## config.mk

```make
export PLATFORM = sky130hd
export DESIGN_NAME = interface_mux
export DESIGN_NICKNAME = d
export VERILOG_FILES = /design/src/design/switch_pkg.sv /design/src/design/interface_mux.sv
export VERILOG_INCLUDE_DIRS = /design/src /design/src/design
export SDC_FILE = /design/constraint.sdc
export NUM_CORES = 1
export LEC_CHECK = 0
export BUFFER_PORTS_ARGS = -buffer_cell sky130_fd_sc_hd__buf_2
export CAP_MARGIN = 20
export CORE_UTILIZATION = 25
export DETAILED_ROUTE_END_ITERATION = 7
export HOLD_SLACK_MARGIN = 0.08
export MAX_ROUTING_LAYER = met4
export PLACE_DENSITY = 0.66
export SYNTH_ARGS = -nofsm -noshare
export SYNTH_HDL_FRONTEND = slang
export SYNTH_SLANG_ARGS = --single-unit
export TNS_END_PERCENT = 5
```

## constraint.sdc

```tcl
create_clock -name clk -period 1.5 [get_ports clk]
set_input_delay 0.225 -clock clk [delete_from_list [all_inputs] [get_ports clk]]
set_output_delay 0.225 -clock clk [all_outputs]
set_load 0.02 [all_outputs]
```

## src/design/switch_cfg.svh

```systemverilog
`ifndef SWITCH_CFG_SVH
`define SWITCH_CFG_SVH

// port and lane sizes
`define SW_PORTS        4
`define SW_PORT_W       2
`define SW_DATA_W       8
`define SW_LEN_W        7

// accepted frame lengths in bytes
`define SW_MIN_FRAME    14
`define SW_MAX_FRAME    64

`define SW_QUEUE_DEPTH  256   // bytes per queue
`define SW_QUEUE_AW     8
`define SW_PTR_DEPTH    16    // frames per queue

`define SW_TABLE_AW     4     // 16 table entries
`define SW_IFG          12    // idle cycles after each tx frame

`endif

```

## src/design/switch_pkg.sv

```systemverilog
`default_nettype none
`include "switch_cfg.svh"

package switch_pkg;

	typedef logic [`SW_DATA_W-1:0]   byte_t;
	typedef logic [`SW_PORT_W-1:0]   port_t;
	typedef logic [`SW_PORTS-1:0]    portmap_t;
	typedef logic [`SW_LEN_W-1:0]    len_t;
	typedef logic [47:0]             mac_t;
	typedef logic [`SW_TABLE_AW-1:0] tbl_idx_t;

	// byte lane framed by a data-valid level
	typedef struct packed {
		logic  dv;
		byte_t data;
	} stream_t;

	typedef struct packed {
		mac_t  da;
		mac_t  sa;
		port_t src_port;
	} lookup_req_t;

	typedef struct packed {
		portmap_t portmap;
		logic     filtered;   // dest sits on the source port
	} lookup_rsp_t;

	typedef enum logic [2:0] {
		FP_IDLE,
		FP_HEADER,
		FP_LOOKUP,
		FP_WAIT_ROOM,
		FP_COPY,
		FP_RELEASE
	} fp_state_t;

endpackage

`default_nettype wire

```

## src/design/interface_mux.sv

```systemverilog
`timescale 1ns/1ps
`default_nettype none
`include "switch_cfg.svh"

module interface_mux (
	input  wire logic                 clk,
	input  wire logic                 rst_n,
	input  wire switch_pkg::portmap_t q_ready,
	input  wire switch_pkg::len_t     q_len [`SW_PORTS],
	input  wire switch_pkg::byte_t    q_byte [`SW_PORTS],
	input  wire logic                 pop_byte,
	input  wire logic                 pop_frame,
	output switch_pkg::portmap_t      q_pop_byte,
	output switch_pkg::portmap_t      q_pop_frame,
	output logic                      frame_ready,
	output switch_pkg::len_t          head_len,
	output switch_pkg::byte_t         rd_byte,
	output switch_pkg::port_t         src_port
);
	switch_pkg::port_t sel;
	switch_pkg::port_t last;   // port served most recently
	switch_pkg::port_t nxt;
	switch_pkg::port_t cand;
	logic              locked;
	logic              found;

	// first ready port after the last one served
	always_comb begin
		nxt = last;
		cand = last;
		found = 1'b0;
		for (int i = 1; i <= `SW_PORTS; i++) begin
			cand = switch_pkg::port_t'((int'(last) + i) % `SW_PORTS);
			if (!found && q_ready[cand]) begin
				nxt = cand;
				found = 1'b1;
			end
		end
	end

	always_ff @(posedge clk) begin
		if (!rst_n) begin
			locked <= 1'b0;
			sel    <= '0;
			last   <= switch_pkg::port_t'(`SW_PORTS - 1);
		end else if (!locked) begin
			if (found) begin
				locked <= 1'b1;
				sel    <= nxt;
			end
		end else if (pop_frame) begin
			locked <= 1'b0;
			last   <= sel;
		end
	end

	assign frame_ready = locked && q_ready[sel];
	assign head_len = q_len[sel];
	assign rd_byte = q_byte[sel];
	assign src_port = sel;
	assign q_pop_byte = switch_pkg::portmap_t'(locked && pop_byte) << sel;
	assign q_pop_frame = switch_pkg::portmap_t'(locked && pop_frame) << sel;

	a_sel_held: assert property (@(posedge clk) disable iff (!rst_n)
		(locked && !pop_frame) |=> $stable(sel));

endmodule

`default_nettype wire

```

==> metrics.md <==
| Metric | Value |
|---|---|
| Final setup vio count | 16 |
| CP max FO | 7 |
| Synth Flop Type | dfxtp_1 |
| PwrDens | 641.8 nW/um^2 |
| DP Wirelength | around 2200 microns |
| Routed len/inst | 13.83 microns |
| Main area contributors after synthesis | mux4_2, dfxtp_1, mux4_1, nor2_1, nand2_1 |
| Syn Std Cell Area | between 700 and 800 sq um |
| Share of cells above drive strength 1 | between 70% and 80% |
| Top cell type's share of synthesized area | 43.52% |
| CP Buf/Inv Count | 2 |
| Slew Limit Fails | 0 |
| Final worst slack | -0.1798 ns |
| Final #Nets | 234 |
| DR pass1 iterations | 5 |
| Peak supply drop | ~0.3 mV |
| CTS clock-pin slew for the worst setup and hold paths | around 0.040 ns |
| Vias in the first global route | about 1,000 |
| Clk root buf | clkbuf_4 |
| Chip height | ~56 microns |
| Distinct cells, synth | 21 |
| CTS tree | done |
| Htree depth | 1 |
| Yosys reg bits | 5 |
| Status | complete, but fails checks |
| Cell count after synthesis | 68 |
| Util after Layout | 50.45% |
| Critical R2R Capture | src_port[0] |
| Final min period | ~1.7 ns |
| Max incr delay on CP | between 0.5 and 0.6 ns |
| Core area | 2758 sq um |
| Hold path cells | 2 |
| Congestion Overflow GR | 0 |
| Startpoint types | flip-flop |
| CP Capture Type | output pin |
| Placed instance area | approximately 1200 sq um |
| Pin count of the biggest net entering global routing | 24 |
| Total Routing Usage GR | between 15 and 20% |
| Clk_skew | about 0.00052 ns |
| DRT Wirelength | 2711 microns |
| Min-Delay Endpoint | last[0] |
| Hold_sp | rst_n |
| Crit path max-delay family | multiplexers |
| Io pins | 94 |
| FP Rows | 19 |
| CTS Sinks | 5 |
| Failing checks | negative setup slack |
| RSZ-0062 raised after global routing | yes |
| Required time worst endpoint | between 1 and 1.5 ns |
| Ys async rst share | 0% |
| Max clock buf depth | 2 |
| First DRT Iteration DRCs | 35 |
| Reg-to-Reg Start | last[0] |
| Critical path cell sequence | buf_12 -> mux4_2 -> buf_6 |
| Placed insts | 190 |
| Avg Vias per Cell | approximately 5.1 |
| WP data arrival | 1.45 ns |
| Rel. slew slack | between 60% and 70% |
| Number of synthesized flops with an enable pin | 0 |
| Clock latency on the worst-skew pair | between 0.2 and 0.3 ns |
| Via count | roughly 1,000 |
| # port buffers | 93 |
| Hold_buf cts | 0 |
| Fmax | between 500 and 600 MHz |
| Die Wd | ~56 microns |
| WHS | between 0.15 and 0.2 ns |
| Tcrit/Tclk final | 112.0% |
| Residual DRC | 0 |
| Post-synth top cells | mux4_2, nor2_1, nand2_1, dfxtp_1 |
| HP Class | input port to flip-flop |
| Sequential cell area fraction in the yosys report | 13.82% |
| FF-to-FF path depth | 4 |
| First-pass GRT wire length | 4291 microns |
| Flop2flop setup slack | slightly above 0.5 ns |
| Design Area, Final | roughly 1400 sq um |
| Antenna violations before repair | 0 |
| Hold Fails Final Rpt | 0 |
| Antenna viol nets, final | 0 |
| Mean Syn Cell Area | 10.65 sq um |
| Cts bufs inserted | 3 |
| Area Overhead vs Synth | 92.05% |
| MaxCap Viol Count | 0 |
| Diode count | 0 |
| Critical path class | flip-flop to output pin |
| Layout Cells excl Fill | about 200 |
| Die Footprint | a little over 3000 sq um |
| CP max-delay cell | mux4_2 |
| Synth area leader | mux4_2 |
| Yosys warnings | 0 |
| Leak Pwr | 0.6739 nW |
| Synth Net Count | 136 |
| Initial Util | roughly a quarter |
| Worst slew pin tran | about 0.47 ns |
| GP Congestion | between 0.7 and 0.8 |
| Count leader, synth | mux4_2 |
| CP startpoint | src_port[0] |
-- metal layers --
metal | share of wire (%) | wire (microns) | global-route usage (%) | up-vias
met5 | 0 | 0 | - | -
met4 | 4.4 | 119 | 11.15 | 0
met3 | 8.8 | 238 | 4.884 | 15
met2 | 55 | 1496 | 34.77 | 58
met1 | 32 | 857 | 15.24 | 462
li1 | - | - | - | 467
-- registers in the layout, indices dropped and copies added, names as in the netlist --
register,count
src_port,2
last,2
locked,1
-- what timing repair did --
action                     4_1_cts  5_1_grt
gates cloned                     1        0
pin swaps                        1        1
setup buffers                    1        0
setup endpoints to repair       18       23
resized for setup               26       11
-- how the worst max path moves through the flow --
| stage | end | slack [ns] | cells after the start |
|---|---|---|---|
| 6_report | rd_byte[1] | -0.18 | 3 |
| 2_1_floorplan | frame_ready | 0.03 | 2 |
| 4_1_cts | rd_byte[1] | -0.19 | 3 |
| 3_5_place_dp | head_len[2] | 0.05 | 3 |
| 5_1_grt | rd_byte[1] | -0.22 | 3 |
| 3_3_place_gp | rd_byte[1] | 0.06 | 3 |
-- kinds of logic (layout without fill, tap and decap cells) --
group	Yosys count	after routing	synth area share [%]
flip-flops	5	5	13.82
multiplexers	16	16	50.78
buffers and inverters	9	106	9.326
AND/OR/NAND/NOR	28	28	17.27
AO/OA/AOI/OAI	10	10	8.810
-- stage by stage --
stage          worst slack [ns]  setup TNS, ns  total power [mW]
2_1_floorplan           0.03355              0            0.4649
3_3_place_gp            0.06336              0            0.6325
3_5_place_dp            0.04934              0            0.6449
4_1_cts                 -0.1864         -2.751            0.8852
5_1_grt                 -0.2186         -3.139            0.9413
6_report                -0.1798         -2.513            0.8930
-- area by class of cell --
type,count,area (sq um)
fill,271,1366
timing repair buffer,99,638.1
multi-input combinational,54,571.8
sequential,5,105.1
tap,31,38.79
clock buffer,4,26.28
inverter,3,11.26
-- report_power, final --
| group | internal (mW) | switching (mW) |
|---|---|---|
| logic | 0.318 | 0.249 |
| clock network | 0.101 | 0.0623 |
| registers | 0.146 | 0.0168 |
-- cells in the final DEF, fill, tap and decap left out, types with 2 or more instances in the layout --
cell type / n
nand3_1: 4
nand2b_1: 2
buf_6: 12
dfxtp_1: 3
buf_12: 2
buf_2: 78
buf_4: 6
inv_1: 3
mux4_2: 16
clkbuf_4: 3
o221ai_1: 2
nand2_1: 7
o21ai_0: 4
nor2_1: 8
Power figures use the tool's default switching activity.
