--- config.mk ---
export PLATFORM = sky130hd
export DESIGN_NAME = frame_process
export DESIGN_NICKNAME = d
export VERILOG_FILES = /design/src/design/switch_pkg.sv /design/src/design/frame_process.sv
export VERILOG_INCLUDE_DIRS = /design/src /design/src/design
export SDC_FILE = /design/constraint.sdc
export NUM_CORES = 1
export LEC_CHECK = 0
export BUFFER_PORTS_ARGS = -buffer_cell sky130_fd_sc_hd__buf_2
export CORE_MARGIN = 3
export CORE_UTILIZATION = 45
export DETAILED_ROUTE_END_ITERATION = 8
export GPL_TIMING_DRIVEN = 0
export PLACE_DENSITY = 0.7
export REMOVE_ABC_BUFFERS = 1
export SKIP_CTS_REPAIR_TIMING = 1
export SLEW_MARGIN = 40
export SYNTH_ARGS = -nofsm -noshare
export SYNTH_HDL_FRONTEND = slang
export SYNTH_SLANG_ARGS = --single-unit
export TNS_END_PERCENT = 1
--- constraint.sdc ---
create_clock -name clk -period 2.1 [get_ports clk]
set_input_delay 0.105 -clock clk [delete_from_list [all_inputs] [get_ports clk]]
set_output_delay 0.105 -clock clk [all_outputs]
set_load 0.02 [all_outputs]
--- src/design/switch_cfg.svh ---
`ifndef SWITCH_CFG_SVH
`define SWITCH_CFG_SVH

// port and lane sizes
`define SW_PORTS        4
`define SW_PORT_W       2
`define SW_DATA_W       8
`define SW_LEN_W        7

// accepted frame lengths in bytes
`define SW_MIN_FRAME    14
`define SW_MAX_FRAME    64

`define SW_QUEUE_DEPTH  256   // bytes per queue
`define SW_QUEUE_AW     8
`define SW_PTR_DEPTH    16    // frames per queue

`define SW_TABLE_AW     4     // 16 table entries
`define SW_IFG          12    // idle cycles after each tx frame

`endif

--- src/design/switch_pkg.sv ---
`default_nettype none
`include "switch_cfg.svh"

package switch_pkg;

	typedef logic [`SW_DATA_W-1:0]   byte_t;
	typedef logic [`SW_PORT_W-1:0]   port_t;
	typedef logic [`SW_PORTS-1:0]    portmap_t;
	typedef logic [`SW_LEN_W-1:0]    len_t;
	typedef logic [47:0]             mac_t;
	typedef logic [`SW_TABLE_AW-1:0] tbl_idx_t;

	// byte lane framed by a data-valid level
	typedef struct packed {
		logic  dv;
		byte_t data;
	} stream_t;

	typedef struct packed {
		mac_t  da;
		mac_t  sa;
		port_t src_port;
	} lookup_req_t;

	typedef struct packed {
		portmap_t portmap;
		logic     filtered;   // dest sits on the source port
	} lookup_rsp_t;

	typedef enum logic [2:0] {
		FP_IDLE,
		FP_HEADER,
		FP_LOOKUP,
		FP_WAIT_ROOM,
		FP_COPY,
		FP_RELEASE
	} fp_state_t;

endpackage

`default_nettype wire

--- src/design/frame_process.sv ---
`timescale 1ns/1ps
`default_nettype none
`include "switch_cfg.svh"

module frame_process (
	input  wire logic                    clk,
	input  wire logic                    rst_n,
	input  wire logic                    frame_ready,
	input  wire switch_pkg::len_t        head_len,
	input  wire switch_pkg::byte_t       rd_byte,
	input  wire switch_pkg::port_t       src_port,
	input  wire logic                    lookup_ack,
	input  wire switch_pkg::lookup_rsp_t rsp,
	input  wire switch_pkg::portmap_t    tx_room,
	output logic                         pop_byte,
	output logic                         pop_frame,
	output logic                         lookup_req,
	output switch_pkg::lookup_req_t      req,
	output switch_pkg::stream_t          tx_wr [`SW_PORTS]
);
	localparam int HDR_LEN = 12;   // da + sa

	switch_pkg::fp_state_t state;
	switch_pkg::byte_t     hdr [HDR_LEN];
	switch_pkg::len_t      cnt;
	switch_pkg::portmap_t  map;     // empty when filtered
	switch_pkg::byte_t     out_byte;
	logic                  copy_hdr;

	// byte 0 is the top byte of the address
	always_comb begin
		for (int i = 0; i < 6; i++) begin
			req.da[47 - 8*i -: 8] = hdr[i];
			req.sa[47 - 8*i -: 8] = hdr[6 + i];
		end
		req.src_port = src_port;
	end

	always_ff @(posedge clk) begin
		if (!rst_n) begin
			state      <= switch_pkg::FP_IDLE;
			cnt        <= '0;
			map        <= '0;
			lookup_req <= 1'b0;
		end else begin
			lookup_req <= 1'b0;
			case (state)
				switch_pkg::FP_IDLE: begin
					if (frame_ready) begin
						state <= switch_pkg::FP_HEADER;
						cnt   <= '0;
					end
				end
				switch_pkg::FP_HEADER: begin
					cnt <= cnt + 1'b1;
					if (cnt == switch_pkg::len_t'(HDR_LEN - 1)) begin
						state      <= switch_pkg::FP_LOOKUP;
						lookup_req <= 1'b1;
					end
				end
				switch_pkg::FP_LOOKUP: begin
					if (lookup_ack) begin
						map   <= rsp.filtered ? '0 : rsp.portmap;
						state <= switch_pkg::FP_WAIT_ROOM;
					end
				end
				switch_pkg::FP_WAIT_ROOM: begin
					// every destination needs room for a max frame
					if ((tx_room & map) == map) begin
						state <= switch_pkg::FP_COPY;
						cnt   <= '0;
					end
				end
				switch_pkg::FP_COPY: begin
					cnt <= cnt + 1'b1;
					if (cnt == head_len - 1'b1)
						state <= switch_pkg::FP_RELEASE;
				end
				switch_pkg::FP_RELEASE: begin
					state <= switch_pkg::FP_IDLE;
				end
				default: state <= switch_pkg::FP_IDLE;
			endcase
		end
	end

	always_ff @(posedge clk) begin
		if (state == switch_pkg::FP_HEADER)
			hdr[cnt[3:0]] <= rd_byte;
	end

	assign copy_hdr = (cnt < HDR_LEN);
	assign out_byte = copy_hdr ? hdr[cnt[3:0]] : rd_byte;   // replay header first
	assign pop_byte = (state == switch_pkg::FP_HEADER) ||
		(state == switch_pkg::FP_COPY && !copy_hdr);
	assign pop_frame = (state == switch_pkg::FP_RELEASE);

	always_comb begin
		for (int p = 0; p < `SW_PORTS; p++) begin
			tx_wr[p].dv = (state == switch_pkg::FP_COPY) && map[p];
			tx_wr[p].data = out_byte;
		end
	end

	// table result must never point back at the ingress port
	a_no_hairpin: assert property (@(posedge clk) disable iff (!rst_n)
		(state == switch_pkg::FP_COPY) |-> !map[src_port]);

endmodule

`default_nettype wire

==> flow_summary_export.csv <==
group,metric,value,unit
synthesis,ys_types,40,
setup_path,cp.arrival,2.24,ns
pwr,total_power,7.11,mW
pwr,peakVddDrop,597,uV
placement,port_buffers,162,
cells_and_area,mostFrequentLayoutCell,"buf_2",
synthesis,synth_seq_cells,147,
cells_and_area,antennaDiodeCount,0,
worst_hold_path,min_path_type,"input port to flip-flop",
cts,clk_path_buf_depth,2,
synthesis,synth_area_leader_cell,"edfxtp_1",
grt,grt_pass1_vias,4136,
setup_path,path_max_fanout,7,
synthesis,netlist_area,6460,sq um
synthesis,seq_area_frac_synth,65.4,%
cts,clkSinkCount,147,
setup_path,end_kind,"output pin",
cts,cts_made_buffers,17,
cells_and_area,syn_to_final_growth,27.2,%
detailed_routing,via_per_inst,5.55,
outcome,violations,"setup timing",
floorplan,die_h,126,um
timing,rsz0062_at_grt,"yes",
cells_and_area,drive_gt1_share,46.4,%
grt,grt_pass1_wl,23.6,mm
pwr,p_leak,2.99,nW
floorplan,dieArea,15800,sq um
synthesis,synth_warnings,0,
timing,worst_pin_slew,0.756,ns
placement,gp_congestion,0.822,
setup_path,crit_path_start_kind,"flip-flop",
detailed_routing,avgRoutedWirePerCell,21.7,um
grt,grt.total_usage,19.7,%
placement,placed_area,7210,sq um
cells_and_area,design_area,8220,sq um
cells_and_area,layout_common_cells,"buf_2, edfxtp_1, buf_6",
setup_path,critical_path_class,"flip-flop to output pin",
floorplan,die-width,126,um
grt,antenna_found_initial,0,
cts,clock-root-buffer,"clkbuf_16",
floorplan,pin_count,167,
cells_and_area,n_fill_cell,1059,
timing,finalSetupViolCount,32,
worst_hold_path,whs_path_depth,4,
cts,clk_latency,0.42,ns
synthesis,syn-instance-count,409,
pwr,power.density,865,nW/um^2
timing,skew,0.00575,ns
floorplan,core-area,14000,sq um
outcome,status,"finished with violations",
detailed_routing,drc,0,
timing,clock.fmax,426,MHz
setup_path,r2r_slack,0.11,ns
placement,hpwlAfterDp,10.7,mm
detailed_routing,vias,4167,
detailed_routing,ant_nets,0,
detailed_routing,dr.pass1.iters,5,
setup_path,worst_r2r_path_depth,3,
synthesis,ys_top_cells_by_area,"edfxtp_1, mux4_2, dfxtp_1",
timing,hold_ws,0.0585,ns
cells_and_area,num-nets-final,594,
cts,cts_tree,"built",
floorplan,start_util,46.2,%
worst_hold_path,min_from,"rsp[0]",
grt,grt_start_max_net_pins,29,
timing,min_period_over_period,112,%
timing,maxSlewViolCount,0,
setup_path,r2r_end,"hdr[8][6]",
setup_path,regToRegStartpoint,"state[0]",
detailed_routing,wl,16.3,mm
run,max_cap_violations,0,
worst_hold_path,holdPathEnd,"map[2]",
timing,max_slew_margin,49.5,%
cells_and_area,final_core_util,58.8,%
grt,gr-total-overflow,0,
synthesis,synth_area_per_cell,15.8,sq um
cts,clk_pin_slew_worst_paths,0.05,ns
cells_and_area,multi_input_area,2020,sq um
cts,htreeDepth,4,
cells_and_area,regArea,4240,sq um
timing,hold_violations,0,
floorplan,rows,43,
timing,period_needed,2.35,ns
setup_path,cp.required,2.00,ns
synthesis,netlist.area_leader.share,59.5,%
timing,setup_ws,-0.248,ns
detailed_routing,drt_iter0_drc,379,
-- power breakdown --
part	switching [mW]	internal, mW
Sequential	0.0514	3.22
Clock	1.06	1.71
Combinational	0.573	0.502
-- synthesized netlist by cell type, drive strengths merged --
library cell	number
edfxtp	128
buf	37
mux4	32
o21ai	28
nand2	26
and2	21
dfxtp	19
nor2	13
a21oi	10
mux2i	9
inv	8
mux2	8
nor2b	7
clkbuf	6
nand3	6
nor3	6
nor3b	6
xnor2	6
ha	5
nand2b	5
a31oi	4
a21boi	3
xor2	3
a21o	2
and3	2
or2	2
a2111oi	1
a22o	1
a41o	1
nand4	1
nand4b	1
o41ai	1
or4	1
-- per-layer routing --
metal	wire length, um	part of all wire, %	global-route usage [%]	vias up
met5	0	0	0	-
met4	204	1.2	5.80	0
met3	1130	6.9	5.30	18
met2	8760	54	34.7	205
met1	6240	38	24.0	2100
li1	-	-	-	1844
-- critical path, cell delays in order (launching register included) --
cell and delay, ns:
dfxtp_4 0.43, clkbuf_16 0.19, mux4_2 0.51, mux2i_2 0.19
nand2_1 0.10, o21ai_2 0.14, o21ai_4 0.11, buf_6 0.15
-- state kept, by name, indices dropped and copies added, names as in the netlist, named ones only --
name	cells
hdr	128
lookup_req	1
map	4
state	3
cnt	7
-- metrics by stage --
stage	TNS, ns	instances	setup slack (ns)
floorplan	-28.11	366	-0.879
global placement	-32.68	708	-1.09
detailed placement	-2.67	710	-0.166
CTS	-17.66	741	-0.627
global route	-9.77	751	-0.328
finish	-7.47	751	-0.248
-- layout make-up --
cell class	count	share of cell area, %
Clock buffer	21	5.36
Clock inverter	10	1.11
Inverter	8	0.365
Multi-Input combinational cell	211	24.6
Sequential cell	147	51.6
Tap cell	180	2.74
Timing Repair Buffer	174	14.3
-- how the worst max path moves through the flow --
stage	from	to	slack, ns	depth (start not counted)
4_1_cts	flip-flop	tx_wr[18]	-0.63	6
5_1_grt	flip-flop	tx_wr[25]	-0.33	7
3_3_place_gp	flip-flop	tx_wr[6]	-1.09	6
3_5_place_dp	flip-flop	tx_wr[18]	-0.17	6
2_1_floorplan	flip-flop	tx_wr[0]	-0.88	5
6_report	flip-flop	tx_wr[25]	-0.25	7
-- logic make-up after synthesis --
| logic type | count (synthesis) | share of synthesized area (%) |
|---|---|---|
| buffers and inverters | 51 | 5.54 |
| xor gates and xnor gates | 9 | 1.22 |
| muxes | 49 | 14.6 |
| adders and majority gates | 5 | 0.968 |
| and+or+nand+nor | 97 | 7.82 |
| AOI/OAI and AO/OA | 51 | 4.47 |
| DFF | 147 | 65.4 |
(Power assumes the default switching activity.)
