===== src/design/switch_cfg.svh =====
`ifndef SWITCH_CFG_SVH
`define SWITCH_CFG_SVH

// port and lane sizes
`define SW_PORTS        4
`define SW_PORT_W       2
`define SW_DATA_W       8
`define SW_LEN_W        7

// accepted frame lengths in bytes
`define SW_MIN_FRAME    14
`define SW_MAX_FRAME    64

`define SW_QUEUE_DEPTH  256   // bytes per queue
`define SW_QUEUE_AW     8
`define SW_PTR_DEPTH    16    // frames per queue

`define SW_TABLE_AW     4     // 16 table entries
`define SW_IFG          12    // idle cycles after each tx frame

`endif


===== src/design/switch_pkg.sv =====
`default_nettype none
`include "switch_cfg.svh"

package switch_pkg;

	typedef logic [`SW_DATA_W-1:0]   byte_t;
	typedef logic [`SW_PORT_W-1:0]   port_t;
	typedef logic [`SW_PORTS-1:0]    portmap_t;
	typedef logic [`SW_LEN_W-1:0]    len_t;
	typedef logic [47:0]             mac_t;
	typedef logic [`SW_TABLE_AW-1:0] tbl_idx_t;

	// byte lane framed by a data-valid level
	typedef struct packed {
		logic  dv;
		byte_t data;
	} stream_t;

	typedef struct packed {
		mac_t  da;
		mac_t  sa;
		port_t src_port;
	} lookup_req_t;

	typedef struct packed {
		portmap_t portmap;
		logic     filtered;   // dest sits on the source port
	} lookup_rsp_t;

	typedef enum logic [2:0] {
		FP_IDLE,
		FP_HEADER,
		FP_LOOKUP,
		FP_WAIT_ROOM,
		FP_COPY,
		FP_RELEASE
	} fp_state_t;

endpackage

`default_nettype wire


===== src/design/port_queue.sv =====
`timescale 1ns/1ps
`default_nettype none
`include "switch_cfg.svh"

module port_queue #(
	parameter int LEN_FIFO_DEPTH = `SW_PTR_DEPTH
) (
	input  wire logic                clk,
	input  wire logic                rst_n,
	input  wire switch_pkg::stream_t wr,
	input  wire logic                pop_byte,
	input  wire logic                pop_frame,
	output logic                     frame_ready,
	output logic                     room,
	output switch_pkg::len_t         head_len,
	output switch_pkg::byte_t        rd_byte
);
	localparam int LAW = (LEN_FIFO_DEPTH > 1) ? $clog2(LEN_FIFO_DEPTH) : 1;
	localparam int LCW = $clog2(LEN_FIFO_DEPTH + 1);

	switch_pkg::byte_t     mem [`SW_QUEUE_DEPTH];
	switch_pkg::len_t      len_mem [LEN_FIFO_DEPTH];
	logic [`SW_QUEUE_AW:0] wr_ptr;   // runs ahead of cm_ptr inside a frame
	logic [`SW_QUEUE_AW:0] cm_ptr;
	logic [`SW_QUEUE_AW:0] rd_ptr;
	logic [`SW_QUEUE_AW:0] used;
	logic [LAW-1:0]        lw_ptr;
	logic [LAW-1:0]        lr_ptr;
	logic [LCW-1:0]        len_cnt;
	switch_pkg::len_t      wr_cnt;
	logic                  in_frame;
	logic                  keep;     // frame was accepted at its first byte
	logic                  ovf;
	logic                  byte_wr;
	logic                  commit;

	assign used = wr_ptr - rd_ptr;
	assign room = (len_cnt != LCW'(LEN_FIFO_DEPTH)) &&
		(used <= (`SW_QUEUE_DEPTH - `SW_MAX_FRAME));
	// bytes past the max length are not stored and the frame is dropped at its end
	assign byte_wr = wr.dv && (in_frame ? (keep && wr_cnt != `SW_MAX_FRAME) : room);
	assign commit = !wr.dv && in_frame && keep && !ovf && wr_cnt >= `SW_MIN_FRAME;

	always_ff @(posedge clk) begin
		if (byte_wr)
			mem[wr_ptr[`SW_QUEUE_AW-1:0]] <= wr.data;
		if (commit)
			len_mem[lw_ptr] <= wr_cnt;
	end

	always_ff @(posedge clk) begin
		if (!rst_n) begin
			wr_ptr   <= '0;
			cm_ptr   <= '0;
			rd_ptr   <= '0;
			lw_ptr   <= '0;
			lr_ptr   <= '0;
			len_cnt  <= '0;
			wr_cnt   <= '0;
			in_frame <= 1'b0;
			keep     <= 1'b0;
			ovf      <= 1'b0;
		end else begin
			if (wr.dv) begin
				if (!in_frame) begin
					in_frame <= 1'b1;
					keep     <= room;
					ovf      <= 1'b0;
					wr_cnt   <= switch_pkg::len_t'(1);
				end else if (keep) begin
					if (wr_cnt == `SW_MAX_FRAME)
						ovf <= 1'b1;
					else
						wr_cnt <= wr_cnt + 1'b1;
				end
			end else if (in_frame) begin
				in_frame <= 1'b0;
				if (commit)
					cm_ptr <= wr_ptr;
				else
					wr_ptr <= cm_ptr;   // rewind to drop the frame
			end
			if (byte_wr)
				wr_ptr <= wr_ptr + 1'b1;
			if (pop_byte)
				rd_ptr <= rd_ptr + 1'b1;
			if (commit)
				lw_ptr <= (lw_ptr == LAW'(LEN_FIFO_DEPTH - 1)) ? '0 : lw_ptr + 1'b1;
			if (pop_frame)
				lr_ptr <= (lr_ptr == LAW'(LEN_FIFO_DEPTH - 1)) ? '0 : lr_ptr + 1'b1;
			case ({commit, pop_frame})
				2'b10: len_cnt <= len_cnt + 1'b1;
				2'b01: len_cnt <= len_cnt - 1'b1;
				default: len_cnt <= len_cnt;
			endcase
		end
	end

	assign frame_ready = (len_cnt != '0);
	assign head_len = len_mem[lr_ptr];
	assign rd_byte = mem[rd_ptr[`SW_QUEUE_AW-1:0]];

	a_pop_needs_frame: assert property (@(posedge clk) disable iff (!rst_n)
		(pop_byte || pop_frame) |-> frame_ready);

	a_len_in_range: assert property (@(posedge clk) disable iff (!rst_n)
		frame_ready |-> (head_len <= `SW_MAX_FRAME));

endmodule

`default_nettype wire


===== config.mk =====
export PLATFORM = sky130hd
export DESIGN_NAME = port_queue
export DESIGN_NICKNAME = d
export VERILOG_FILES = /design/src/design/switch_pkg.sv /design/src/design/port_queue.sv
export VERILOG_INCLUDE_DIRS = /design/src /design/src/design
export SDC_FILE = /design/constraint.sdc
export NUM_CORES = 2
export LEC_CHECK = 0
export CORE_MARGIN = 5
export CORE_UTILIZATION = 45
export CTS_BUF_LIST = sky130_fd_sc_hd__clkbuf_4 sky130_fd_sc_hd__clkbuf_8 sky130_fd_sc_hd__clkbuf_16
export CTS_CLUSTER_DIAMETER = 60
export DETAILED_ROUTE_END_ITERATION = 10
export DONT_BUFFER_PORTS = 1
export HOLD_SLACK_MARGIN = 0.05
export PLACE_DENSITY = 0.61
export SKIP_LAST_GASP = 1
export SYNTH_ARGS = -nofsm -noshare
export SYNTH_HDL_FRONTEND = slang
export SYNTH_SLANG_ARGS = --single-unit

===== constraint.sdc =====
create_clock -name clk -period 3.7 [get_ports clk]
set_input_delay 0.185 -clock clk [delete_from_list [all_inputs] [get_ports clk]]
set_output_delay 0.185 -clock clk [all_outputs]
set_load 0.005 [all_outputs]

==> run summary <==
The share of flip-flops with an asynchronous set or reset was 0; the top-level port count was 30. The number of global-route vias before repair is 43300. The final reports fail on max-slew violations, negative setup slack.

In this run the worst hold path is classified as in -> reg. The remaining number of nets flagged by the antenna check after routing is 0. For this run, design rule violations remaining after detail routing come to 0.

Clock-pin slew was measured on the worst setup and hold paths at 0.06 ns. The floorplan has 161 rows. The final count of negative-setup-slack endpoints was 8; the internal power consumption was 42.3 mW.

For this design the total switching power over the nets is 11.4 mW. The tools report the number of antenna violations at the first check in global routing as 10. Counting every instance in the synthesized netlist gives 4092.

The areal power density over the cells was 531 nW/µm². The synthesized area per cell is 21.2 µm², and the area enclosed by the die boundary is 201000 µm². The met3 global-route usage was 0.0380. The final core area utilization came out at 0.528.

The number of hold violations in the final report came out at 0. The sequential share of power is 0.514, and the number of sinks handled by clock tree synthesis is 2222. The number of different library cells in the post-synthesis netlist is 61. The worst-case IR drop observed on VDD is 0.486 mV.

The finished layout holds 7300 standard cells, fillers aside. The logs give 6825 for the placed cell count and 3.75 ns for the data arrival time at the worst-slack endpoint. At the later pin of the worst-skew pair, clock insertion delay measures 0.85 ns. The number of antenna diodes is 0. The count of filler cells inserted in the layout came out at 14700.

The start-to-end type of the worst setup path is reg -> out. The total routing resource utilization after global routing was 0.206. The floorplan step defined a core boundary enclosing 192000 µm². The first global-routing pass estimated 306000 µm of wire. At the end of the flow, the number of nets in the layout was 4621. Overall power consumption after layout is estimated at 53.8 mW. The number of buffers inserted during clock tree synthesis was 221.

The signal on the critical path passes through buf_12 > buf_16 > mux4_1 > mux4_2 > nor3_4 > a31oi_1 > nand4_1 > a311oi_4 > o21a_2. For the pin with the worst max-slew slack, the measured transition is 1.50 ns. The minimum setup slack after placement is -0.309 ns, and the number of buffers and inverters on the critical path is 2.

The clock tree root buffer cell was sky130_fd_sc_hd__clkbuf_16. The run gives 0 as the total grt overflow. The worst setup path is launched from a flop. The most used flip-flop cell after synthesis is sky130_fd_sc_hd__edfxtp_1. The y dimension of the die is 449 µm, and the final period utilization is 1.06. The number of nets in the synthesized netlist is 4131. The tools report the pin count of the biggest net entering global routing as 257.

The biggest fanout along the worst timing path came out at 8. The count of synthesis-stage warnings from yosys was 0. TritonCTS built the clock tree. In the layout the commonest cells are 2160 x sky130_fd_sc_hd__edfxtp_1, 551 x sky130_fd_sc_hd__mux4_2, 429 x sky130_fd_sc_hd__buf_4. The initial detailed-routing violation count was 4362. Counting flops with a built-in enable in the synthesized netlist gives 2160. The fraction of final layout cells with drive strength greater than 1 was 0.322; the combinational power share was 0.063. The met2 capacity usage during global routing was 0.333; the deepest level of the CTS H-tree was 4. The run finished, with violations left. The final worst setup slack was -0.235 ns.

Wires add up to 209000 µm. Kind of end point of the critical path: a primary output. The sequential fraction of the synthesis area was 0.763. Detailed placement finished with a half-perimeter wire length of 121000 µm. The run gives 31.8 nW as the leakage dissipation. Setup repair after global routing could not meet its margin everywhere.

The largest individual stage delay along the critical path comes from the cell sky130_fd_sc_hd__mux4_1. The fraction of power consumed by the clock network came out at 0.423. The placement-stage cell area is 92300 µm², and the biggest cell delay along the critical path is 0.59 ns. STA puts the critical path data required time at 3.51 ns. The first TritonRoute pass finished after 5 iterations. The tool flagged a number of max-cap violations equal to 0.

The tools report the mapped cell area as 86600 µm². The average wire per standard cell was 28.7 µm; the detail-routed via count per cell was 5.82. The share of total power consumed by net switching is 0.213.

The largest buffer count on any clock path came out at 3. The most common cell after layout, fill and taps aside was sky130_fd_sc_hd__edfxtp_1. The count of buffers inserted at the top-level ports was 0.

The initial standard-cell utilization of the core was 0.451; the synthesis-to-layout area growth was 17.0%. After routing the design area is 101000 µm². For this run, the top clock speed supported by timing is 254 MHz. The logs give 0.0448 ns for the clock skew and 12 for the count of final max-slew check failures. The synthesized design contains 2222 register bits. For the remaining max-slew budget at the tightest pin, the log shows -0.00265. The family with the most delay on the worst path is multiplexers.

The global routing met1 resource utilization is 0.295. In this run the most used layer during global routing was met2. The horizontal extent of the die is 449 µm.

The logs give 42500 for the total vias in the final route and 0.818 for the final estimated routing congestion in global placement. The smallest clock period supported by the final layout is computed as 3.94 ns.
[cell usage after synthesis, drive strengths merged (2+ instances only)]
| cell | count | area [µm²] |
|---|---|---|
| a21o | 4 | 30.0 |
| o221ai | 45 | 394 |
| a21boi | 4 | 30.0 |
| and3b | 5 | 43.8 |
| o22ai | 22 | 138 |
| nor2 | 299 | 1120 |
| or3 | 3 | 18.8 |
| edfxtp | 2160 | 64900 |
| buf | 142 | 933 |
| mux4 | 561 | 12700 |
| a31oi | 9 | 56.3 |
| clkbuf | 101 | 379 |
| a211oi | 7 | 52.6 |
| xor2 | 13 | 114 |
| nand3 | 43 | 215 |
| o21ai | 24 | 120 |
| nand2b | 21 | 131 |
| nor4 | 3 | 18.8 |
| o211ai | 4 | 30.0 |
| nor2b | 11 | 68.8 |
| a311o | 2 | 20.0 |
| nand4 | 19 | 119 |
| dfxtp | 62 | 1240 |
| ha | 25 | 313 |
| a2111oi | 3 | 32.5 |
| inv | 23 | 86.3 |
| and4 | 2 | 17.5 |
| mux2 | 4 | 45.0 |
| or2 | 4 | 25.0 |
| nor3 | 58 | 290 |
| a21oi | 92 | 460 |
| a31o | 2 | 17.5 |
| a22oi | 48 | 360 |
| mux2i | 152 | 1520 |
| nand2 | 70 | 263 |
| and2 | 7 | 43.8 |
| nand4b | 4 | 35.0 |
| and3 | 6 | 37.5 |
| xnor2 | 13 | 114 |
[per-stage QoR]
| stage | hold slack, ns | TNS [ns] |
|---|---|---|
| 6_report | 0.0149 | -1.50 |
| 5_1_grt | 0.0653 | -2.06 |
| 4_1_cts | 0.0502 | -2.22 |
| 3_5_place_dp | 0.310 | -0.428 |
| 3_3_place_gp | 0.311 | -0.346 |
| 2_1_floorplan | 0.284 | 0 |
[routing by layer]
layer	part of all wire	routed length, µm	vias up
met5	0.000053	11	-
met4	0.021	4420	2
met3	0.072	15100	294
met2	0.49	102000	1547
met1	0.42	87500	22700
li1	-	-	18000
[logic make-up (layout without fill, tap and decap cells)]
logic type                 Yosys count  count (layout)  share of synthesized area
AOI/OAI and AO/OA                  277             277                     0.0212
muxes                              717             717                      0.164
adders and majority gates           26              26                    0.00384
DFF                               2222            2222                      0.763
and+or+nand+nor                    558             558                     0.0286
xor gates and xnor gates            26              26                    0.00263
buffers and inverters              266             948                     0.0161
[state kept, by name, summed over array words and instances, names as in the netlist, 4 cells and up, named ones only]
register and flops:
mem 2048, len_mem 112, cm_ptr 9, rd_ptr 9, wr_ptr 9, wr_cnt 7
len_cnt 5, lr_ptr 4, lw_ptr 4
[cell type report]
| cell class | instances | area [µm²] | share of cell area |
|---|---|---|---|
| clock buffers | 269 | 5930 | 0.0585 |
| repair buffers | 510 | 4910 | 0.0485 |
| clock inverters | 146 | 1550 | 0.0152 |
| inverters | 23 | 86.3 | 0.000852 |
| well taps | 2526 | 3160 | 0.0312 |
| multi-input cells | 1604 | 19600 | 0.194 |
| flip-flops and latches | 2222 | 66100 | 0.652 |
[worst register-to-register path, cell delays in order (launching register included)]
cell and delay, ns:
sky130_fd_sc_hd__dfxtp_1 0.36, sky130_fd_sc_hd__inv_1 0.07, sky130_fd_sc_hd__ha_1 0.34, sky130_fd_sc_hd__a21oi_1 0.18, sky130_fd_sc_hd__nor2_1 0.07, sky130_fd_sc_hd__a211oi_2 0.24
sky130_fd_sc_hd__a21oi_1 0.14, sky130_fd_sc_hd__nor4_2 0.31, sky130_fd_sc_hd__a21o_1 0.28, sky130_fd_sc_hd__buf_4 0.15, sky130_fd_sc_hd__buf_4 0.21, sky130_fd_sc_hd__nand3_1 0.17
sky130_fd_sc_hd__buf_4 0.28, sky130_fd_sc_hd__nor2_1 0.16, sky130_fd_sc_hd__buf_4 0.21
[what timing repair did]
action                                  4_1_cts  5_1_grt
buffers inserted                             22        6
hold buffers                                 18        0
pin swaps                                    13       17
gates cloned                                  9        6
resized for setup                            81       52
endpoints found under the hold margin      2109        0
endpoints found under the setup margin        8      717
[power groups by stage]
| stage | combinational (mW) | sequential, mW | clock [mW] |
|---|---|---|---|
| floorplan | 1.92 | 28.2 | 0 |
| global placement | 2.67 | 28.2 | 0 |
| detailed placement | 2.68 | 28.2 | 0 |
| CTS | 3.35 | 27.6 | 23.2 |
| global route | 3.57 | 27.6 | 24.3 |
| finish | 3.37 | 27.7 | 22.8 |
[worst paths after layout]
path / start / depth (start not counted) / slack [ns] / end
setup / recovery: flop / 9 / -0.24 / rd_byte[7]
hold reg to reg: cm_ptr[6] / 2 / 0.47 / wr_ptr[6]
setup reg to reg: rd_ptr[5] / 14 / 0.22 / mem[234][1]
hold / removal: wr[1] / 1 / 0.01 / mem[192][1]
Note: power is estimated with default switching activity, not from simulation.
