$ cat src/design/switch_cfg.svh
`ifndef SWITCH_CFG_SVH
`define SWITCH_CFG_SVH

// port and lane sizes
`define SW_PORTS        4
`define SW_PORT_W       2
`define SW_DATA_W       8
`define SW_LEN_W        7

// accepted frame lengths in bytes
`define SW_MIN_FRAME    14
`define SW_MAX_FRAME    64

`define SW_QUEUE_DEPTH  256   // bytes per queue
`define SW_QUEUE_AW     8
`define SW_PTR_DEPTH    16    // frames per queue

`define SW_TABLE_AW     4     // 16 table entries
`define SW_IFG          12    // idle cycles after each tx frame

`endif

$ cat src/design/switch_pkg.sv
`default_nettype none
`include "switch_cfg.svh"

package switch_pkg;

	typedef logic [`SW_DATA_W-1:0]   byte_t;
	typedef logic [`SW_PORT_W-1:0]   port_t;
	typedef logic [`SW_PORTS-1:0]    portmap_t;
	typedef logic [`SW_LEN_W-1:0]    len_t;
	typedef logic [47:0]             mac_t;
	typedef logic [`SW_TABLE_AW-1:0] tbl_idx_t;

	// byte lane framed by a data-valid level
	typedef struct packed {
		logic  dv;
		byte_t data;
	} stream_t;

	typedef struct packed {
		mac_t  da;
		mac_t  sa;
		port_t src_port;
	} lookup_req_t;

	typedef struct packed {
		portmap_t portmap;
		logic     filtered;   // dest sits on the source port
	} lookup_rsp_t;

	typedef enum logic [2:0] {
		FP_IDLE,
		FP_HEADER,
		FP_LOOKUP,
		FP_WAIT_ROOM,
		FP_COPY,
		FP_RELEASE
	} fp_state_t;

endpackage

`default_nettype wire

$ cat src/design/tx_port.sv
`timescale 1ns/1ps
`default_nettype none
`include "switch_cfg.svh"

module tx_port (
	input  wire logic              clk,
	input  wire logic              rst_n,
	input  wire logic              frame_ready,
	input  wire switch_pkg::len_t  head_len,
	input  wire switch_pkg::byte_t rd_byte,
	output logic                   pop_byte,
	output logic                   pop_frame,
	output switch_pkg::stream_t    tx
);
	localparam int GW = $clog2(`SW_IFG + 1);

	logic             busy;
	switch_pkg::len_t cnt;
	logic [GW-1:0]    gap;   // idle cycles still owed
	logic             last_byte;

	assign last_byte = busy && (cnt == head_len - 1'b1);
	assign pop_byte = busy;
	assign pop_frame = last_byte;

	always_ff @(posedge clk) begin
		if (!rst_n) begin
			busy  <= 1'b0;
			cnt   <= '0;
			gap   <= '0;
			tx.dv <= 1'b0;
		end else begin
			tx.dv   <= busy;
			tx.data <= rd_byte;
			if (busy) begin
				cnt <= cnt + 1'b1;
				if (last_byte) begin
					busy <= 1'b0;
					gap  <= GW'(`SW_IFG - 1);   // output lags by one cycle
				end
			end else if (gap != '0) begin
				gap <= gap - 1'b1;
			end else if (frame_ready) begin
				busy <= 1'b1;
				cnt  <= '0;
			end
		end
	end

endmodule

`default_nettype wire

$ cat config.mk
export PLATFORM = sky130hd
export DESIGN_NAME = tx_port
export DESIGN_NICKNAME = d
export VERILOG_FILES = /design/src/design/switch_pkg.sv /design/src/design/tx_port.sv
export VERILOG_INCLUDE_DIRS = /design/src /design/src/design
export SDC_FILE = /design/constraint.sdc
export NUM_CORES = 1
export LEC_CHECK = 0
export BUFFER_PORTS_ARGS = -buffer_cell sky130_fd_sc_hd__buf_2
export CORE_MARGIN = 2
export CORE_UTILIZATION = 55
export DETAILED_ROUTE_END_ITERATION = 7
export PLACE_DENSITY = 0.85
export SKIP_LAST_GASP = 1
export SYNTH_ARGS = -nofsm -noshare
export SYNTH_HDL_FRONTEND = slang
export SYNTH_SLANG_ARGS = --single-unit
$ cat constraint.sdc
create_clock -name clk -period 6.4 [get_ports clk]
set_input_delay 1.6 -clock clk [delete_from_list [all_inputs] [get_ports clk]]
set_output_delay 1.6 -clock clk [all_outputs]
set_load 0.02 [all_outputs]
==> flow_summary.toml, run 1 <==
[worst_setup_path]
cp_max_fo = 7
crit_path_end_kind = "primary output"
cp.required_ns = 4.80
startpoint_type = "primary input"
critical_path_arrival_ns = 3.65
ff2ff_path_depth = 6
critical_path_class = "in2out"

[timing]
post-route-period-util = 0.8206
fmax_ghz = 0.1904
fin_crit_ns = 5.252
rsz0062_at_grt = "no"
finalSetupTns_ns = 0
final-max-slew-violation-count = 0
setup_ws_ns = 1.148
setup_viol = 0
hold_violations = 0
relSlewSlack = 0.6305
worst_pin_slew_ns = 0.5543
fin_worst_skew_ns = 0.001018

[global_route]
antenna_found_initial = 0
grt_overflow = 0
grt_pass1_vias = 835
grt_max_degree = 22
grt_pass1_wl_um = 3470
track_usage = 0.1887

[synthesis]
syn_inst = 111
synth_edf_count = 8
ys_seq_elements = 21
synth.avg_cell_area_sq_um = 9.829
synthDistinctLibCells = 35
synthFlopType = "dfxtp_1"
seq_area_frac_synth = 0.4587
ys_async_sr_fraction = 0
synth_top_area_share = 0.2385
synth_warnings = 0
syn-cell-area_sq_um = 1091
synth_area_leader_cell = "dfxtp_1"
synthTopCellsByArea = "dfxtp_1 (24%), edfxtp_1 (22%), o21ai_0 (4.6%), ha_1 (3.4%), nor2_1 (3.4%)"
syn_nets = 132

[clocking]
ctsHoldBuffers = 0
insertion_delay_ns = 0.30
cts_tree = "yes"
cts_buffers = 3
cts_max_path_buffers = 2
post_cts_resize_count = 0
clk_pin_slew_ns = 0.12
cts.sinks = 21
ctsRootBufferMaster = "clkbuf_4"
post_cts_buffers = 0
h-tree-depth = 1

[finish]
areaGrowthSynthToFinish_pct = 18.00
mostFrequentLayoutCells = "buf_2 (28), dfxtp_1 (13), nor2_1 (10), o21ai_0 (10), edfxtp_1 (8)"
layout.nets = 163
diodes = 0
final_common_cell = "buf_2"
final_layout_size_suffix_gt1_frac = 0.2553

[floorplanning]
dieArea_sq_um = 2356
pin_count = 29
die_height_um = 48.54
fp-row-count = 16
die_w_um = 48.54
initial_core_util = 0.5677
fp.coreArea_sq_um = 1922

[routing]
detail-route-antenna-nets = 0
drc_errors = 0
routed_wirelength_um = 2097
drt_iter0_markers = 10
vias = 900
first_pass_iters = 4
via_per_inst = 5.357
wl_per_cell_um = 12.48

[placed_design]
port_buffers = 28
pre_cts_ws_ns = 1.146
place_congestion = 0.7940
dp_hpwl_um = 1589

[min_path]
hold_path.class = "reg2reg"
worstHoldPathCells = 1

[power_and_ir_drop]
switching_share = 0.3566
power.leakage_nw = 0.5369
power.internal_mw = 0.2343
p_sw_mw = 0.1299
irDropWorstVdd_v = 0.0002249
power_density_nw_per_um2 = 282.9
seqPwrFrac = 0.491
p_comb_frac = 0.333
clockPowerShare = 0.176

[outcome]
status = "finished clean"

[job]
maxCapViolCount = 0
[worst max-delay path, stage by stage]
cell,delay [ns]
buf_2,0.13
or3_1,0.39
or4_1,0.52
a31o_2,0.26
a2111oi_4,0.50
buf_2,0.25
[through the flow]
stage / hold slack, ns / cell area [sq um] / util / instances / total power [mW]
after floorplan: 0.4550 / 1091 / - / 111 / 0.2700
after global routing: 0.5694 / 1287 / 0.6699 / 168 / 0.3905
after global placement: 0.4741 / 1257 / 0.6543 / 164 / 0.2972
after CTS: 0.5439 / 1287 / 0.6699 / 168 / 0.3674
final: 0.5333 / 1287 / 0.6699 / 168 / 0.3642
after detailed placement: 0.5120 / 1257 / 0.6543 / 164 / 0.3032
[cell usage after synthesis, types with 3 or more instances]
cell,count
dfxtp_1,13
nor2_1,10
o21ai_0,10
edfxtp_1,8
a21oi_1,7
inv_1,6
and2_1,4
nand2_1,4
xnor2_1,4
a31oi_1,3
and3_1,3
ha_1,3
nor2b_1,3
nor3_1,3
xor2_1,3
[logic make-up after synthesis]
group                      synth area share
and+or+nand+nor                      0.2030
AOI/OAI and AO/OA                    0.1904
DFF                                  0.4587
xor gates and xnor gates            0.07683
buffers and inverters               0.02752
adders and majority gates           0.03441
muxes                              0.009175
[routing by layer]
layer	vias to the layer above	wire length, um	track usage	share of wire
met4	0	14	0.08571	0.0067
met2	8	1107	0.3426	0.53
met5	-	0	0	0
li1	466	-	-	-
met1	424	933	0.2254	0.44
met3	2	41	0.01852	0.020
[worst paths after layout]
check,from,endpoint,slack [ns]
max,head_len[2],pop_frame,1.15
min,cnt[6],cnt[6],0.53
max reg2reg,cnt[6],gap[3],4.20
min reg2reg,cnt[6],cnt[6],0.53
[power by group through the flow]
stage / logic [mW] / clock network, mW / registers (mW)
after floorplan: 0.0859 / 0 / 0.184
after global placement: 0.116 / 0 / 0.181
after detailed placement: 0.121 / 0 / 0.182
after CTS: 0.122 / 0.0670 / 0.179
after global routing: 0.138 / 0.0697 / 0.183
final: 0.121 / 0.0641 / 0.179
[sequential cells by signal (all words and copies together), names as in the netlist]
signal    cells
tx            9
cnt           7
gap           4
pop_byte      1
[area by class of cell]
class | count | area (sq um)
Inverter | 6 | 22.52
Clock buffer | 3 | 22.52
Tap cell | 27 | 33.78
Clock inverter | 1 | 7.507
Timing Repair Buffer | 28 | 140.1
Sequential cell | 21 | 500.5
Multi-Input combinational cell | 82 | 560.5
Fill cell | 174 | 634.4
No activity file was read; power rests on OpenSTA's default activity.
==> run 2, diff against run 1 <==
- CORE_UTILIZATION: 55 -> 51
- PLACE_DENSITY: 0.85 -> 0.8
- clock period: 6.4 -> 5.4 ns (I/O delays scaled with it)
==> run 2 against run 1 <==
  * Combinational power rose by 18%
  * Critical endpoint unchanged
  * Largest cell class unchanged
  * Die area rose by 7.2%
  * Worst setup slack worse by 0.52 ns
  * Core utilization is 2.0 points lower
  * Power grew 19%
==> flow_summary.toml, run 2 (synthesis results as in run 1) <==
[outcome]
status = "finished clean"

[job]
maxCapViolCount = 0

[clocking]
cts_buffers = 3
ctsHoldBuffers = 0
cts_max_path_buffers = 2
cts.sinks = 21
cts_tree = "yes"
h-tree-depth = 1
post_cts_buffers = 0
clk_pin_slew_ns = 0.12
post_cts_resize_count = 0
ctsRootBufferMaster = "clkbuf_4"
insertion_delay_ns = 0.30

[global_route]
grt_pass1_vias = 883
antenna_found_initial = 0
track_usage = 0.1804
grt_pass1_wl_um = 3532
grt_overflow = 0
grt_max_degree = 22

[floorplanning]
initial_core_util = 0.5505
pin_count = 29
die_w_um = 50.25
die_height_um = 50.25
fp-row-count = 16
dieArea_sq_um = 2525
fp.coreArea_sq_um = 1982

[power_and_ir_drop]
power.leakage_nw = 0.5369
irDropWorstVdd_v = 0.0002615
power_density_nw_per_um2 = 336.9

[placed_design]
placed_cell_area_sq_um = 1257
place_congestion = 0.7844
dp_hpwl_um = 1595
pre_cts_ws_ns = 0.6410
placedCellCount = 164
port_buffers = 28

[worst_setup_path]
startpoint_type = "primary input"
cp_common_cell = "buf_2"
critical_path_arrival_ns = 3.42
r2r_start = "cnt[6]"
r2r-end = "gap[1]"
ff2ff_path_depth = 6
critical_path.slowest_cell = "or4_1"
crit_path_end_kind = "primary output"
critical_path_class = "in2out"
path_cells = "buf_2 > or3_1 > or4_1 > a31o_2 > a2111oi_4 > buf_2"
r2r_slack_ns = 3.15
max_stage_delay_ns = 0.53
endpoint = "pop_frame"
cp-startpoint = "head_len[2]"
cp.required_ns = 4.05
cp_max_fo = 7

[finish]
finalNonFillerCells = 168
final_layout_size_suffix_gt1_frac = 0.2553
fillers = 171
final_common_cell = "buf_2"
final_core_util = 0.6496
stdcell_area_sq_um = 1287
areaGrowthSynthToFinish_pct = 18.00
regMostFlops = "tx"
layout.nets = 163
mostFrequentLayoutCells = "buf_2 (28), dfxtp_1 (13), nor2_1 (10), o21ai_0 (10), edfxtp_1 (8)"
diodes = 0
largest_reg_flops = 9
largest_registers = "tx: 9 flops, cnt: 7 flops, gap: 4 flops"

[routing]
detail-route-antenna-nets = 0
drc_errors = 0
first_pass_iters = 4
wl_per_cell_um = 12.70
routed_wirelength_um = 2133
drt_iter0_markers = 13
via_per_inst = 5.476
vias = 920

[timing]
fin_worst_skew_ns = 0.008815
setup_ws_ns = 0.6290
finalSetupTns_ns = 0
hold_violations = 0
final-max-slew-violation-count = 0
relSlewSlack = 0.6241
fmax_ghz = 0.2096
post-route-period-util = 0.8835
setup_viol = 0
fin_crit_ns = 4.771
rsz0062_at_grt = "no"
worst_pin_slew_ns = 0.5639

[min_path]
hold_path.class = "reg2reg"
## run 2: cell counts in the layout (fill, tap and decap cells not counted)
Identical to the previous run, type by type.
## run 2: through the flow
stage / hold slack (ns) / power, mW
6_report: 0.5187 / 0.4337
5_1_grt: 0.5499 / 0.4615
4_1_cts: 0.5169 / 0.4352
3_5_place_dp: 0.4863 / 0.3607
3_3_place_gp: 0.4790 / 0.3540
2_1_floorplan: 0.4550 / 0.3200
## run 2: worst max-delay path: cells and delay by family
family | cells | cell delay, ns
compound gates | 2 | 0.76
buf+inv | 2 | 0.38
simple gates | 2 | 0.91
## run 2: worst min-delay path by stage
| stage | endpoint | startpoint | cells after the start | slack [ns] |
|---|---|---|---|---|
| 2_1_floorplan | cnt[6] | cnt[6] | 1 | 0.45 |
| 3_3_place_gp | cnt[6] | cnt[6] | 1 | 0.48 |
| 3_5_place_dp | cnt[6] | cnt[6] | 1 | 0.49 |
| 4_1_cts | cnt[6] | cnt[6] | 1 | 0.52 |
| 5_1_grt | cnt[6] | cnt[6] | 1 | 0.55 |
| 6_report | cnt[6] | cnt[6] | 1 | 0.52 |
## run 2: layout make-up
cell class,instances,area (sq um),share of cell area
tap,27,33.78,0.02624
clock inverter,1,7.507,0.005831
clock buffer,3,22.52,0.01749
multi-input combinational,82,560.5,0.4354
timing repair buffer,28,140.1,0.1088
inverter,6,22.52,0.01749
sequential,21,500.5,0.3887
## run 2: power by group
part           switching, mW  internal (mW)  leakage (nW)
registers             0.0258          0.188         0.184
logic                 0.0816         0.0615         0.339
clock network         0.0485         0.0282        0.0139
total                  0.156          0.278         0.537
## run 2: layer usage
layer	global-route usage	vias to the layer above	part of all wire
li1	-	467	-
met1	0.2062	437	0.46
met2	0.3333	14	0.50
met3	0.02381	2	0.030
met4	0.07407	0	0.0070
met5	0	-	0
==> run 3, diff against run 2 <==
- CAP_MARGIN: default -> 30
- RECOVER_POWER: default -> 50
==> run 3 against run 2 <==
  * Critical path depth is the same
  * Fmax is the same
  * Die area is the same
  * Clock-buffer cell count is the same
  * Cell area is essentially flat
  * Combinational power is essentially flat
  * Via count grew 0.22%
  * Sequential power is essentially flat
  * Sequential share of layout area is essentially flat
  * Final cell count is the same
  * Clock power is essentially flat
  * Core utilization shrank 0.063 points
  * Highest routed layer unchanged
==> flow_summary.toml, run 3 (synthesis results as in run 1) <==
[clocking]
ctsHoldBuffers = 0
cts_buffers = 3
cts_max_path_buffers = 2
h-tree-depth = 1
insertion_delay_ns = 0.30
post_cts_buffers = 0
clk_pin_slew_ns = 0.12
post_cts_resize_count = 0
ctsRootBufferMaster = "clkbuf_4"
cts_tree = "yes"
cts.sinks = 21

[routing]
vias = 922
drc_errors = 0
detail-route-antenna-nets = 0
via_per_inst = 5.488
routed_wirelength_um = 2132
drt_iter0_markers = 13
first_pass_iters = 4
wl_per_cell_um = 12.69

[floorplanning]
fp.coreArea_sq_um = 1982
die_height_um = 50.25
initial_core_util = 0.5505
fp-row-count = 16
dieArea_sq_um = 2525
pin_count = 29
die_w_um = 50.25

[timing]
relSlewSlack = 0.4355
setup_viol = 0
fin_crit_ns = 4.771
finalSetupTns_ns = 0
hold_violations = 0
worst_pin_slew_ns = 0.8468
fin_worst_skew_ns = 0.008950
final-max-slew-violation-count = 0
fmax_ghz = 0.2096
rsz0062_at_grt = "no"
setup_ws_ns = 0.6290
post-route-period-util = 0.8835

[placed_design]
dp_hpwl_um = 1595
pre_cts_ws_ns = 0.6410
placedCellCount = 164
port_buffers = 28
place_congestion = 0.7844
placed_cell_area_sq_um = 1257

[finish]
largest_registers = "tx: 9 flops, cnt: 7 flops, gap: 4 flops"
finalNonFillerCells = 168
diodes = 0
final_core_util = 0.6490
fillers = 172
mostFrequentLayoutCells = "buf_2 (27), dfxtp_1 (13), nor2_1 (10), o21ai_0 (10), edfxtp_1 (8)"
final_layout_size_suffix_gt1_frac = 0.2482
stdcell_area_sq_um = 1286
final_common_cell = "buf_2"
largest_reg_flops = 9
regMostFlops = "tx"
layout.nets = 163
areaGrowthSynthToFinish_pct = 17.89

[global_route]
grt_pass1_wl_um = 3532
grt_pass1_vias = 883
grt_overflow = 0
grt_max_degree = 22
antenna_found_initial = 0
track_usage = 0.1804

[worst_setup_path]
cp_max_fo = 7
cp_common_cell = "buf_2"
startpoint_type = "primary input"
path_cells = "buf_2 > or3_1 > or4_1 > a31o_2 > a2111oi_4 > buf_2"
endpoint = "pop_frame"
r2r-end = "gap[1]"
critical_path_class = "in2out"
cp.required_ns = 4.05
ff2ff_path_depth = 6
cp-startpoint = "head_len[2]"
critical_path.slowest_cell = "or4_1"
critical_path_arrival_ns = 3.42
max_stage_delay_ns = 0.53
r2r_slack_ns = 3.15
r2r_start = "cnt[6]"
crit_path_end_kind = "primary output"

[power_and_ir_drop]
power_density_nw_per_um2 = 337.1
power.leakage_nw = 0.5342
irDropWorstVdd_v = 0.0002615

[job]
maxCapViolCount = 0

[min_path]
hold_path.class = "reg2reg"
worstHoldPathCells = 1

[outcome]
status = "finished clean"
==> run 3: cell count changes in the layout (fill, tap and decap cells not counted) <==
cell / before / now
buf_2: 28 / 27
clkbuf_1: 0 / 1
==> run 3: final cells by class <==
type / count / area (sq um) / share of cell area
clock buffers: 3 / 22.52 / 0.01751
well taps: 27 / 33.78 / 0.02626
repair buffers: 28 / 138.9 / 0.1080
clock inverters: 1 / 7.507 / 0.005837
inverters: 6 / 22.52 / 0.01751
multi-input cells: 82 / 560.5 / 0.4358
flip-flops and latches: 21 / 500.5 / 0.3891
==> run 3: how the worst min path moves through the flow <==
stage	end	start	slack, ns
floorplan	cnt[6]	cnt[6]	0.45
global route	cnt[6]	cnt[6]	0.55
finish	cnt[6]	cnt[6]	0.52
detailed placement	cnt[6]	cnt[6]	0.49
CTS	cnt[6]	cnt[6]	0.52
global placement	cnt[6]	cnt[6]	0.48
==> run 3: per-stage QoR <==
step                      hold slack (ns)  power [mW]
after floorplan                    0.4550      0.3200
after global placement             0.4790      0.3540
after detailed placement           0.4863      0.3607
after CTS                          0.5169      0.4352
after global routing               0.5499      0.4615
final                              0.5187      0.4336
==> run 3: critical path, delay by kind of cell <==
kind / cells / cell delay, ns
and+or+nand+nor: 2 / 0.91
AOI/OAI and AO/OA: 2 / 0.76
buffers and inverters: 2 / 0.38
==> run 3: metal layers <==
metal | share of wire | global-route usage | vias up
met5 | 0 | 0 | -
met3 | 0.030 | 0.02381 | 2
met1 | 0.46 | 0.2062 | 439
met4 | 0.0070 | 0.07407 | 0
li1 | - | - | 467
met2 | 0.50 | 0.3333 | 14
==> run 3: report_power, final <==
group          switching, mW  leakage [nW]  internal [mW]  total [mW]
logic                 0.0816         0.336         0.0614       0.143
registers             0.0258         0.184          0.188       0.214
clock network         0.0485        0.0139         0.0282      0.0767
total                  0.156         0.534          0.278       0.434
